**src/hw/nes_bus_pkg.sv**
```systemverilog
// NES bus widths and address map
`default_nettype none

package nes_bus_pkg;

	// Bus vectors
	typedef logic [15:0] cpu_addr_t;   // CPU side address
	typedef logic [7:0]  bus_data_t;   // One data byte
	typedef logic [21:0] mem_addr_t;   // Linear address into shared memory
	typedef logic [3:0]  joypad_t;     // Serial bits from both pads plus powerpad

	// Single registers
	localparam cpu_addr_t oam_data_addr   = 16'h2004;   // PPU OAMDATA port
	localparam cpu_addr_t sprite_dma_addr = 16'h4014;   // OAMDMA page register
	localparam cpu_addr_t apu_status_addr = 16'h4015;   // Channel status read
	localparam cpu_addr_t joypad1_addr    = 16'h4016;   // Strobe write, pad 1 read
	localparam cpu_addr_t joypad2_addr    = 16'h4017;   // Pad 2 read

	// Region bounds
	// PPU registers mirror every 8 bytes up to the APU block
	localparam cpu_addr_t ppu_base     = 16'h2000;
	localparam cpu_addr_t apu_base     = 16'h4000;   // Also the end of PPU space
	localparam cpu_addr_t apu_end      = 16'h4018;   // First address past APU and pads
	localparam cpu_addr_t open_bus_end = 16'h4100;   // Unmapped test-mode space ends here

endpackage

`default_nettype wire

```
**src/hw/nes_timing_pkg.sv**
```systemverilog
// NES clock and DMA timing
`default_nettype none

package nes_timing_pkg;

	typedef logic [3:0] div_count_t;   // Master clock divider counter
	typedef logic [1:0] ppu_tick_t;    // PPU tick inside one CPU cycle

	// NTSC ratios
	localparam div_count_t cpu_div_count = 4'd12;   // Master clocks per CPU cycle
	localparam div_count_t ppu_div_count = 4'd4;    // Master clocks per PPU dot

	// Work slots inside a CPU cycle
	localparam ppu_tick_t tick_cart  = 2'd0;   // Program access slot
	localparam ppu_tick_t tick_fetch = 2'd1;   // PPU register access slot

	// Bit 0 flags the CPU as held, bit 1 flags bus ownership
	typedef enum logic [1:0] {
		spr_idle   = 2'b00,
		spr_armed  = 2'b01,
		spr_active = 2'b11
	} spr_state_t;

	typedef enum logic {
		dmc_idle  = 1'b0,
		dmc_fetch = 1'b1
	} dmc_state_t;

endpackage

`default_nettype wire

```
**src/hw/dma_bus_if.sv**
```systemverilog
// DMA bus request
`timescale 1ns/100ps
`default_nettype none

interface dma_bus_if;

	nes_bus_pkg::cpu_addr_t aout;          // Address DMA wants on the bus
	logic                   aout_enable;   // DMA owns the bus this cycle
	logic                   read;          // 1 read, 0 write
	nes_bus_pkg::bus_data_t data_to_ram;   // Byte for the OAM write

	// DMA controller side
	modport dma (
		output aout,
		output aout_enable,
		output read,
		output data_to_ram
	);

	// Bus master select side
	modport decode (
		input aout,
		input aout_enable,
		input read,
		input data_to_ram
	);

endinterface

`default_nettype wire

```
**src/hw/clock_divider.sv**
```systemverilog
// Master clock divider
`timescale 1ns/100ps
`default_nettype none

module clock_divider (
	input  wire                        clk,
	input  wire                        reset,
	output logic                       cpu_ce,
	output logic                       ppu_ce,
	output nes_timing_pkg::ppu_tick_t  ppu_tick,
	output logic                       odd_cycle
);

	nes_timing_pkg::div_count_t div_cpu;   // Runs 1..12
	nes_timing_pkg::div_count_t div_ppu;   // Runs 1..4
	logic                       tick_restart;

	// Enables fire on the last count of each period
	assign cpu_ce = (div_cpu == nes_timing_pkg::cpu_div_count);
	assign ppu_ce = (div_ppu == nes_timing_pkg::ppu_div_count);

	// Both counters start together, so the CPU tick always lands on a PPU dot
	assign tick_restart = ppu_ce && cpu_ce;

	always_ff @(posedge clk) begin
		if (reset) begin
			div_cpu <= nes_timing_pkg::div_count_t'(1);   // First cpu_ce on the 12th clock
			div_ppu <= nes_timing_pkg::div_count_t'(1);
		end else begin
			div_cpu <= cpu_ce ? nes_timing_pkg::div_count_t'(1) : div_cpu + 4'd1;
			div_ppu <= ppu_ce ? nes_timing_pkg::div_count_t'(1) : div_ppu + 4'd1;
		end
	end

	// Tick phase, 0 at cycle start, then 1 and 2
	always_ff @(posedge clk) begin
		if (reset)
			ppu_tick <= nes_timing_pkg::tick_cart;
		else if (tick_restart)
			ppu_tick <= nes_timing_pkg::tick_cart;
		else if (ppu_ce)
			ppu_tick <= ppu_tick + 2'd1;
	end

	// Even/odd flag, DMA reads on even and writes on odd
	always_ff @(posedge clk) begin
		if (reset)
			odd_cycle <= 1'b0;
		else if (cpu_ce)
			odd_cycle <= ~odd_cycle;
	end

endmodule

`default_nettype wire

```
**src/hw/sprite_dmc_dma.sv**
```systemverilog
// Sprite and DMC DMA controller
`timescale 1ns/100ps
`default_nettype none

module sprite_dmc_dma (
	input  wire                          clk,
	input  wire                          reset,
	input  wire                          cpu_ce,
	input  wire                          odd_cycle,
	input  wire                          sprite_trigger,   // CPU wrote $4014
	input  wire                          dmc_request,      // Sample channel wants a byte
	input  wire                          cpu_read,         // CPU in a read cycle
	input  wire nes_bus_pkg::bus_data_t  data_from_cpu,    // Page number on the trigger write
	input  wire nes_bus_pkg::bus_data_t  data_from_ram,
	input  wire nes_bus_pkg::cpu_addr_t  dmc_addr,
	output logic                         dmc_ack,
	output logic                         pause_cpu,
	dma_bus_if.dma                       bus
);

	nes_timing_pkg::spr_state_t spr_state;
	nes_timing_pkg::dmc_state_t dmc_state;
	nes_bus_pkg::cpu_addr_t     src_addr;   // Page in high byte, index in low byte
	nes_bus_pkg::bus_data_t     last_val;   // Byte read on the even cycle
	logic [8:0]                 next_low;   // Carry out marks the last byte
	logic                       spr_active;

	assign spr_active = (spr_state == nes_timing_pkg::spr_active);
	assign next_low   = {1'b0, src_addr[7:0]} + 9'd1;

	// Later assignments win, so a DMC steal overrides the sprite advance
	always_ff @(posedge clk) begin
		if (reset) begin
			spr_state <= nes_timing_pkg::spr_idle;
			dmc_state <= nes_timing_pkg::dmc_idle;
		end else if (cpu_ce) begin
			if (dmc_state == nes_timing_pkg::dmc_idle && dmc_request && cpu_read && !odd_cycle)
				dmc_state <= nes_timing_pkg::dmc_fetch;
			if (dmc_state == nes_timing_pkg::dmc_fetch && !odd_cycle)
				dmc_state <= nes_timing_pkg::dmc_idle;   // Fetch done this cycle

			if (sprite_trigger)
				spr_state <= nes_timing_pkg::spr_armed;
			if (spr_state == nes_timing_pkg::spr_armed && cpu_read && odd_cycle)
				spr_state <= nes_timing_pkg::spr_active;   // Waits for a CPU read slot
			if (spr_active && !odd_cycle && dmc_state == nes_timing_pkg::dmc_fetch)
				spr_state <= nes_timing_pkg::spr_armed;    // Stolen read, retry later
			if (spr_active && odd_cycle && next_low[8])
				spr_state <= nes_timing_pkg::spr_idle;     // Byte $FF written
		end
	end

	// Source address and read latch
	always_ff @(posedge clk) begin
		if (cpu_ce) begin
			if (sprite_trigger)
				src_addr <= {data_from_cpu, 8'h00};
			if (spr_active && odd_cycle)
				src_addr[7:0] <= next_low[7:0];   // Advance after each write
			if (spr_active && !odd_cycle)
				last_val <= data_from_ram;
		end
	end

	assign dmc_ack   = (dmc_state == nes_timing_pkg::dmc_fetch) && !odd_cycle;
	assign pause_cpu = (spr_state != nes_timing_pkg::spr_idle) || dmc_request;

	// DMC fetch first, then sprite read, else the OAM write
	assign bus.aout_enable = dmc_ack || spr_active;
	assign bus.read        = !odd_cycle;
	assign bus.data_to_ram = last_val;
	assign bus.aout        = dmc_ack    ? dmc_addr :
	                         !odd_cycle ? src_addr : nes_bus_pkg::oam_data_addr;

endmodule

`default_nettype wire

```
**src/hw/cpu_bus_decode.sv**
```systemverilog
// CPU bus master select and decode
`timescale 1ns/100ps
`default_nettype none

module cpu_bus_decode (
	input  wire nes_bus_pkg::cpu_addr_t     cpu_addr,
	input  wire                             cpu_rnw,
	input  wire nes_bus_pkg::bus_data_t     cpu_dout,
	input  wire nes_timing_pkg::ppu_tick_t  ppu_tick,
	dma_bus_if.decode                       dma,
	output nes_bus_pkg::cpu_addr_t          addr,
	output nes_bus_pkg::bus_data_t          dbus,
	output logic                            mr,
	output logic                            mw,
	output logic                            apu_cs,
	output logic                            ppu_cs,
	output logic                            joypad_strobe,
	output logic [1:0]                      joypad_clock,
	output logic                            ppu_read,
	output logic                            ppu_write,
	output logic                            prg_read,
	output logic                            prg_write,
	output logic                            sprite_trigger
);

	logic joypad1_cs;
	logic joypad2_cs;
	logic fetch_slot;   // PPU register slot
	logic cart_slot;    // Program memory slot
	logic cart_cs;      // Neither APU nor PPU space

	// DMA takes the bus whenever it asks
	assign addr = dma.aout_enable ? dma.aout        : cpu_addr;
	assign dbus = dma.aout_enable ? dma.data_to_ram : cpu_dout;
	assign mr   = dma.aout_enable ? dma.read        : cpu_rnw;
	assign mw   = dma.aout_enable ? !dma.read       : !cpu_rnw;

	// Regions
	assign apu_cs = (addr >= nes_bus_pkg::apu_base) && (addr < nes_bus_pkg::apu_end);
	assign ppu_cs = (addr >= nes_bus_pkg::ppu_base) && (addr < nes_bus_pkg::apu_base);
	assign cart_cs = !apu_cs && !ppu_cs;

	// Pads sit inside the APU block
	assign joypad1_cs = (addr == nes_bus_pkg::joypad1_addr);
	assign joypad2_cs = (addr == nes_bus_pkg::joypad2_addr);

	assign joypad_strobe = joypad1_cs && mw && dbus[0];    // Latch pads while bit 0 set
	assign joypad_clock  = {joypad2_cs && mr, joypad1_cs && mr};   // Shift on each read

	assign fetch_slot = (ppu_tick == nes_timing_pkg::tick_fetch);
	assign cart_slot  = (ppu_tick == nes_timing_pkg::tick_cart);

	// PPU sees one access per CPU cycle, in the second tick
	assign ppu_read  = ppu_cs && mr && fetch_slot;
	assign ppu_write = ppu_cs && mw && fetch_slot;

	// Program memory request at the start of the cycle
	assign prg_read  = cart_cs && mr && cart_slot;
	assign prg_write = cart_cs && mw && cart_slot;

	assign sprite_trigger = (addr == nes_bus_pkg::sprite_dma_addr) && mw;   // OAMDMA

endmodule

`default_nettype wire

```
**src/hw/memory_multiplex.sv**
```systemverilog
// Shared memory arbiter
`timescale 1ns/100ps
`default_nettype none

module memory_multiplex (
	input  wire                          clk,
	input  wire                          reset,
	input  wire                          ppu_ce,
	input  wire nes_bus_pkg::mem_addr_t  prg_addr,
	input  wire                          prg_read,
	input  wire                          prg_write,
	input  wire nes_bus_pkg::bus_data_t  prg_din,
	input  wire nes_bus_pkg::mem_addr_t  chr_addr,
	input  wire                          chr_read,
	input  wire                          chr_write,
	input  wire nes_bus_pkg::bus_data_t  chr_din,
	output nes_bus_pkg::mem_addr_t       memory_addr,
	output logic                         memory_read_cpu,
	output logic                         memory_read_ppu,
	output logic                         memory_write,
	output nes_bus_pkg::bus_data_t       memory_dout
);

	logic chr_busy;          // PPU owns this dot
	logic saved_prg_read;    // CPU read waiting for a free dot
	logic saved_prg_write;   // CPU write, issued one dot late

	assign chr_busy = chr_read || chr_write;

	// PPU always first
	assign memory_addr     = chr_busy ? chr_addr  : prg_addr;
	assign memory_write    = chr_busy ? chr_write : saved_prg_write;
	assign memory_read_ppu = chr_read;
	assign memory_read_cpu = !chr_busy && (prg_read || saved_prg_read);
	assign memory_dout     = chr_write ? chr_din : prg_din;

	always_ff @(posedge clk) begin
		if (reset) begin
			saved_prg_read  <= 1'b0;
			saved_prg_write <= 1'b0;
		end else if (ppu_ce) begin
			if (chr_busy) begin
				saved_prg_read  <= prg_read || saved_prg_read;    // Hold through the PPU fetch
				saved_prg_write <= prg_write || saved_prg_write;
			end else begin
				saved_prg_read  <= 1'b0;        // Served now
				saved_prg_write <= prg_write;   // Goes out on the next free dot
			end
		end
	end

endmodule

`default_nettype wire

```
**src/hw/read_data_mux.sv**
```systemverilog
// CPU read data mux
`timescale 1ns/100ps
`default_nettype none

module read_data_mux (
	input  wire                          clk,
	input  wire                          reset,
	input  wire nes_bus_pkg::cpu_addr_t  addr,
	input  wire                          apu_cs,
	input  wire                          ppu_cs,
	input  wire nes_bus_pkg::joypad_t    joypad_data,
	input  wire                          mic,
	input  wire nes_bus_pkg::bus_data_t  apu_dout,
	input  wire nes_bus_pkg::bus_data_t  ppu_dout,
	input  wire nes_bus_pkg::bus_data_t  memory_din_cpu,
	output nes_bus_pkg::bus_data_t       data_bus
);

	nes_bus_pkg::bus_data_t open_bus;   // Last value seen on the bus
	logic                   bus_is_open;

	// Nothing answers between the pads and $4100
	assign bus_is_open = (addr >= nes_bus_pkg::apu_end) && (addr < nes_bus_pkg::open_bus_end);

	always_comb begin
		if (apu_cs) begin
			if (addr == nes_bus_pkg::joypad1_addr)
				data_bus = {open_bus[7:5], 2'b00, mic, 1'b0, joypad_data[0]};
			else if (addr == nes_bus_pkg::joypad2_addr)
				data_bus = {open_bus[7:5], joypad_data[3:2], 2'b00, joypad_data[1]};
			else if (addr == nes_bus_pkg::apu_status_addr)
				data_bus = apu_dout;
			else
				data_bus = open_bus;   // Write-only APU registers
		end else if (bus_is_open) begin
			data_bus = open_bus;
		end else if (ppu_cs) begin
			data_bus = ppu_dout;
		end else begin
			data_bus = memory_din_cpu;   // RAM and cartridge
		end
	end

	// Bus capacitance keeps the last byte
	always_ff @(posedge clk) begin
		if (reset)
			open_bus <= '0;
		else
			open_bus <= data_bus;
	end

endmodule

`default_nettype wire

```
**src/hw/nes_bus_top.sv**
```systemverilog
// NES CPU bus fabric
`timescale 1ns/100ps
`default_nettype none

module nes_bus_top (
	input  wire                          clk,
	input  wire                          reset,
	input  wire nes_bus_pkg::cpu_addr_t  cpu_addr,
	input  wire                          cpu_rnw,
	input  wire nes_bus_pkg::bus_data_t  cpu_dout,
	input  wire                          dmc_request,
	input  wire nes_bus_pkg::cpu_addr_t  dmc_addr,
	input  wire nes_bus_pkg::mem_addr_t  chr_addr,
	input  wire                          chr_read,
	input  wire                          chr_write,
	input  wire nes_bus_pkg::bus_data_t  chr_din,
	input  wire nes_bus_pkg::bus_data_t  memory_din_cpu,
	input  wire nes_bus_pkg::bus_data_t  apu_dout,
	input  wire nes_bus_pkg::bus_data_t  ppu_dout,
	input  wire nes_bus_pkg::joypad_t    joypad_data,
	input  wire                          mic,
	output nes_bus_pkg::bus_data_t       cpu_din,
	output logic                         cpu_ce,
	output logic                         ppu_ce,
	output logic                         pause_cpu,
	output logic                         dmc_ack,
	output nes_bus_pkg::cpu_addr_t       bus_addr,
	output nes_bus_pkg::bus_data_t       bus_dout,
	output logic                         ppu_read,
	output logic                         ppu_write,
	output logic                         joypad_strobe,
	output logic [1:0]                   joypad_clock,
	output nes_bus_pkg::mem_addr_t       memory_addr,
	output logic                         memory_read_cpu,
	output logic                         memory_read_ppu,
	output logic                         memory_write,
	output nes_bus_pkg::bus_data_t       memory_dout
);

	nes_timing_pkg::ppu_tick_t ppu_tick;
	logic odd_cycle;
	logic sprite_trigger;
	logic apu_cs, ppu_cs;
	logic prg_read, prg_write;

	dma_bus_if dma_bus ();   // DMA request into the master select

	clock_divider clock_divider0 (
		.clk       (clk),
		.reset     (reset),
		.cpu_ce    (cpu_ce),
		.ppu_ce    (ppu_ce),
		.ppu_tick  (ppu_tick),
		.odd_cycle (odd_cycle)
	);

	sprite_dmc_dma sprite_dmc_dma0 (
		.clk            (clk),
		.reset          (reset),
		.cpu_ce         (cpu_ce),
		.odd_cycle      (odd_cycle),
		.sprite_trigger (sprite_trigger),
		.dmc_request    (dmc_request),
		.cpu_read       (cpu_rnw),
		.data_from_cpu  (cpu_dout),
		.data_from_ram  (cpu_din),   // Byte just read on the bus
		.dmc_addr       (dmc_addr),
		.dmc_ack        (dmc_ack),
		.pause_cpu      (pause_cpu),
		.bus            (dma_bus.dma)
	);

	cpu_bus_decode cpu_bus_decode0 (
		.cpu_addr       (cpu_addr),
		.cpu_rnw        (cpu_rnw),
		.cpu_dout       (cpu_dout),
		.ppu_tick       (ppu_tick),
		.dma            (dma_bus.decode),
		.addr           (bus_addr),
		.dbus           (bus_dout),
		.mr             (),
		.mw             (),
		.apu_cs         (apu_cs),
		.ppu_cs         (ppu_cs),
		.joypad_strobe  (joypad_strobe),
		.joypad_clock   (joypad_clock),
		.ppu_read       (ppu_read),
		.ppu_write      (ppu_write),
		.prg_read       (prg_read),
		.prg_write      (prg_write),
		.sprite_trigger (sprite_trigger)
	);

	// No mapper, program address is the bus address
	memory_multiplex memory_multiplex0 (
		.clk             (clk),
		.reset           (reset),
		.ppu_ce          (ppu_ce),
		.prg_addr        (nes_bus_pkg::mem_addr_t'(bus_addr)),
		.prg_read        (prg_read),
		.prg_write       (prg_write),
		.prg_din         (bus_dout),
		.chr_addr        (chr_addr),
		.chr_read        (chr_read),
		.chr_write       (chr_write),
		.chr_din         (chr_din),
		.memory_addr     (memory_addr),
		.memory_read_cpu (memory_read_cpu),
		.memory_read_ppu (memory_read_ppu),
		.memory_write    (memory_write),
		.memory_dout     (memory_dout)
	);

	read_data_mux read_data_mux0 (
		.clk            (clk),
		.reset          (reset),
		.addr           (bus_addr),
		.apu_cs         (apu_cs),
		.ppu_cs         (ppu_cs),
		.joypad_data    (joypad_data),
		.mic            (mic),
		.apu_dout       (apu_dout),
		.ppu_dout       (ppu_dout),
		.memory_din_cpu (memory_din_cpu),
		.data_bus       (cpu_din)
	);

endmodule

`default_nettype wire

```
**config.mk**
```make
export PLATFORM = sky130hd
export DESIGN_NAME = nes_bus_top
export DESIGN_NICKNAME = d
export VERILOG_FILES = /design/src/hw/nes_bus_pkg.sv /design/src/hw/nes_timing_pkg.sv /design/src/hw/dma_bus_if.sv /design/src/hw/clock_divider.sv /design/src/hw/sprite_dmc_dma.sv /design/src/hw/cpu_bus_decode.sv /design/src/hw/memory_multiplex.sv /design/src/hw/read_data_mux.sv /design/src/hw/nes_bus_top.sv
export SDC_FILE = /design/constraint.sdc
export NUM_CORES = 1
export LEC_CHECK = 0
export BUFFER_PORTS_ARGS = -buffer_cell sky130_fd_sc_hd__buf_2
export CORE_MARGIN = 2
export CORE_UTILIZATION = 45
export CTS_CLUSTER_SIZE = 28
export DETAILED_ROUTE_END_ITERATION = 10
export PLACE_DENSITY = 0.85
export SLEW_MARGIN = 20
export SYNTH_ARGS = -nofsm -noshare
export SYNTH_HDL_FRONTEND = slang
export SYNTH_SLANG_ARGS = --single-unit
```
**constraint.sdc**
```tcl
create_clock -name clk -period 2.95 [get_ports clk]
set_clock_uncertainty 0.15 [all_clocks]
set_input_delay 0.59 -clock clk [delete_from_list [all_inputs] [get_ports clk]]
set_output_delay 0.59 -clock clk [all_outputs]
set_load 0.005 [all_outputs]
```
==> metrics.yaml <==
run_status:
  status: "finished, violations left"
  violations: "setup timing"
detailed_routing:
  via_count: 4482
  routed_wl_mm: 14.2
  drtIter0Drc: 357
  route.detailed.drc: 0
  first_pass_iters: 5
  wire_per_inst_um: 18.1
  final_antenna_net_count: 0
  wl_met1_mm: 5.35
  wl_met2_mm: 7.01
  met3_length_mm: 1.20
  routed.top_layer: "met4"
  avgViaCountPerCell: 5.75
worst_setup_path:
  cp-startpoint: "sprite_dmc_dma0.dmc_state$_SDFFE_PP0P_"
  r2r-start: "sprite_dmc_dma0.src_addr[3]$_SDFFCE_PN0P_"
  slowest_delay_ns: 0.44
  endpoint: "cpu_din[7]"
  worstPathMaxFanout: 5
  cp-end-kind: "primary output"
  crit_slowest_cell: "nor4_1"
  r2r_slack_ns: -0.08
  cp.depth: 9
  arrival_ns: 2.49
  regToRegEndpoint: "sprite_dmc_dma0.bus.data_to_ram[2]$_DFFE_PP_"
  crit_type: "reg2out"
  cp_num_buf_inv: 3
  reg2regPathDepth: 13
  crit_required_ns: 2.21
  path_cells: "buf_6 -> nand2b_2 -> inv_4 -> nor4_1 -> or2_1 -> and3_4 -> mux2i_2 -> mux2i_1 -> buf_2"
  cp-start-kind: "register"
  cp_top_family: "simple AND/OR/NAND/NOR gates"
sta:
  grt_setup_unrepaired: "true"
  timing.fmax_mhz: 309
  finalCritPeriodShare_pct: 110
  tns_ns: -2.50
  max_slew_margin_pct: 50.0
  period_minus_slack_ns: 3.23
  whs_ns: 0.279
  setup_ws_ns: -0.285
  setup_viol: 13
  worstMarginPinSlew_ns: 0.749
  hold_viol: 0
  drv_slew: 0
die:
  core_um2: 7690
  io_pins: 179
  num_rows: 32
  die_area_um2: 8660
  die_h_um: 93.1
  initial_core_util_pct: 46.4
  die_w_um: 93.1
synth:
  yosysSeqAreaShare_pct: 33.7
  synth.cell_area_um2: 3570
  synth_cells: 439
  avgSynthCellArea_um2: 8.13
  synth_edf_count: 24
  synth_seq_cells: 48
  synth_nets: 551
  synth_flop_cell: "edfxtp_1"
  yosysTopAreaCell: "edfxtp_1"
  synth_top_area_share_pct: 20.2
  yosys_warnings: 0
  async_flop_share_pct: 0
  synth.area.top_cells: "edfxtp_1, dfxtp_1, nand2_1"
  netlist-cell-type-count: 64
layout:
  fill_cells: 595
  layout-drive-gt1-share_pct: 47.8
  layout_common_cells: "buf_2, nand2_1, buf_4"
  antenna_cells: 0
  area_delta_synth_final_pct: 52.3
  final_common_cell: "buf_2"
  finalNetCount: 789
  final_area_um2: 5430
  fin_util_pct: 70.7
placed_design:
  routabilityCongestion: 0.909
  dp_hpwl_mm: 10.0
  place_ws_ns: -0.348
  placed_cell_area_um2: 4870
  io_buffers: 178
clock_network:
  cts_hold_buf: 0
  cts-root-buf: "clkbuf_8"
  cts_tree: "built"
  clockBufferDepth: 2
  numCtsBuffers: 5
  htreeDepth: 2
  path_clk_slew_ns: 0.09
  clock_sinks: 48
  clock_latency_ns: 0.30
global_routing:
  grt_pass1_wl_mm: 20.9
  antenna_found_initial: 0
  grtUsageTotal_pct: 30.5
  gr-total-overflow: 0
  grt_max_degree: 23
  grt_pass1_vias: 4319
min_path:
  hp-class: "reg2reg"
job:
  drv_cap: 0
pwr:
  peakVddDrop_uv: 264
  power_density_nw_per_um2: 281
  leakage_nw: 2.53
[area by class of cell]
cell class / count / area [um2] / area share (%)
Clock buffer: 7 / 76.3 / 1.40
Clock inverter: 1 / 3.75 / 0.0691
Inverter: 18 / 70.1 / 1.29
Multi-Input combinational cell: 347 / 2400 / 44.3
Sequential cell: 48 / 1200 / 22.2
Tap cell: 102 / 128 / 2.35
Timing Repair Buffer: 257 / 1550 / 28.5
[cell families (layout without fill, tap and decap cells)]
kind of cell	count (synthesis)	after routing	synth area share [%]
adder cells (fa/ha/maj)	7	7	2.45
XOR/XNOR	7	7	1.72
flip-flops	48	48	33.7
AO/OA/AOI/OAI	85	85	16.5
multiplexers	41	41	12.1
AND/OR/NAND/NOR	207	207	27.9
buffers and inverters	44	283	5.68
[worst min path at each step]
| stage | start | endpoint | slack [ns] | cells after the start |
|---|---|---|---|---|
| 4_1_cts | clock_divider0.div_ppu[0]$_SDFF_PP1_ | clock_divider0.div_ppu[0]$_SDFF_PP1_ | 0.28 | 1 |
| 3_5_place_dp | clock_divider0.div_ppu[0]$_SDFF_PP1_ | clock_divider0.div_ppu[0]$_SDFF_PP1_ | 0.26 | 1 |
| 6_report | clock_divider0.div_ppu[0]$_SDFF_PP1_ | clock_divider0.div_ppu[0]$_SDFF_PP1_ | 0.28 | 1 |
| 2_1_floorplan | clock_divider0.div_cpu[0]$_SDFF_PP1_ | clock_divider0.div_cpu[0]$_SDFF_PP1_ | 0.25 | 1 |
| 5_1_grt | clock_divider0.div_ppu[0]$_SDFF_PP1_ | clock_divider0.div_ppu[0]$_SDFF_PP1_ | 0.30 | 1 |
| 3_3_place_gp | clock_divider0.div_cpu[0]$_SDFF_PP1_ | clock_divider0.div_cpu[0]$_SDFF_PP1_ | 0.26 | 1 |
[power by group]
group / internal, mW / switching (mW)
clock network: 0.166 / 0.221
logic: 0.210 / 0.196
registers: 0.718 / 0.0173
total: 1.09 / 0.435
[synthesized netlist by cell type, types with 6 or more instances]
| master | count |
|---|---|
| mux2_2 | 13 |
| nand2_1 | 93 |
| buf_2 | 6 |
| clkbuf_1 | 11 |
| and2_1 | 8 |
| edfxtp_1 | 24 |
| nor3_1 | 13 |
| inv_1 | 17 |
| mux2i_1 | 27 |
| o21ai_0 | 8 |
| buf_4 | 6 |
| xnor2_1 | 6 |
| dfxtp_1 | 24 |
| nand3_1 | 15 |
| a21oi_1 | 27 |
| nor2_1 | 32 |
| o31ai_1 | 12 |
| ha_1 | 7 |
| nor4_1 | 6 |
[through the flow]
| stage | power, mW | instances |
|---|---|---|
| detailed placement | 1.10 | 747 |
| CTS | 1.49 | 773 |
| finish | 1.53 | 780 |
| floorplan | 0.902 | 439 |
| global route | 1.59 | 780 |
| global placement | 1.09 | 747 |
[state kept, by name (all words and copies together) (netlist names)]
register                           flops
sprite_dmc_dma0.src_addr              16
read_data_mux0.open_bus                8
sprite_dmc_dma0.bus.data_to_ram        8
clock_divider0.div_cpu                 4
clock_divider0.div_ppu                 4
clock_divider0.ppu_tick                2
sprite_dmc_dma0.spr_state              2
clock_divider0.odd_cycle               1
memory_multiplex0.saved_prg_read       1
memory_multiplex0.saved_prg_write      1
sprite_dmc_dma0.dmc_state              1
[layer usage]
layer	up-vias	track usage, %
li1	2045	-
met1	2083	36.3
met2	292	55.0
met3	62	4.67
met4	0	11.8
met5	-	0
[timing repair]
item	4_1_cts	5_1_grt
pin swaps	11	9
hold endpoints to repair	0	0
gates resized for setup	42	21
setup buffers	18	7
endpoints found under the setup margin	13	14
Note: power is estimated with default switching activity, not from simulation.
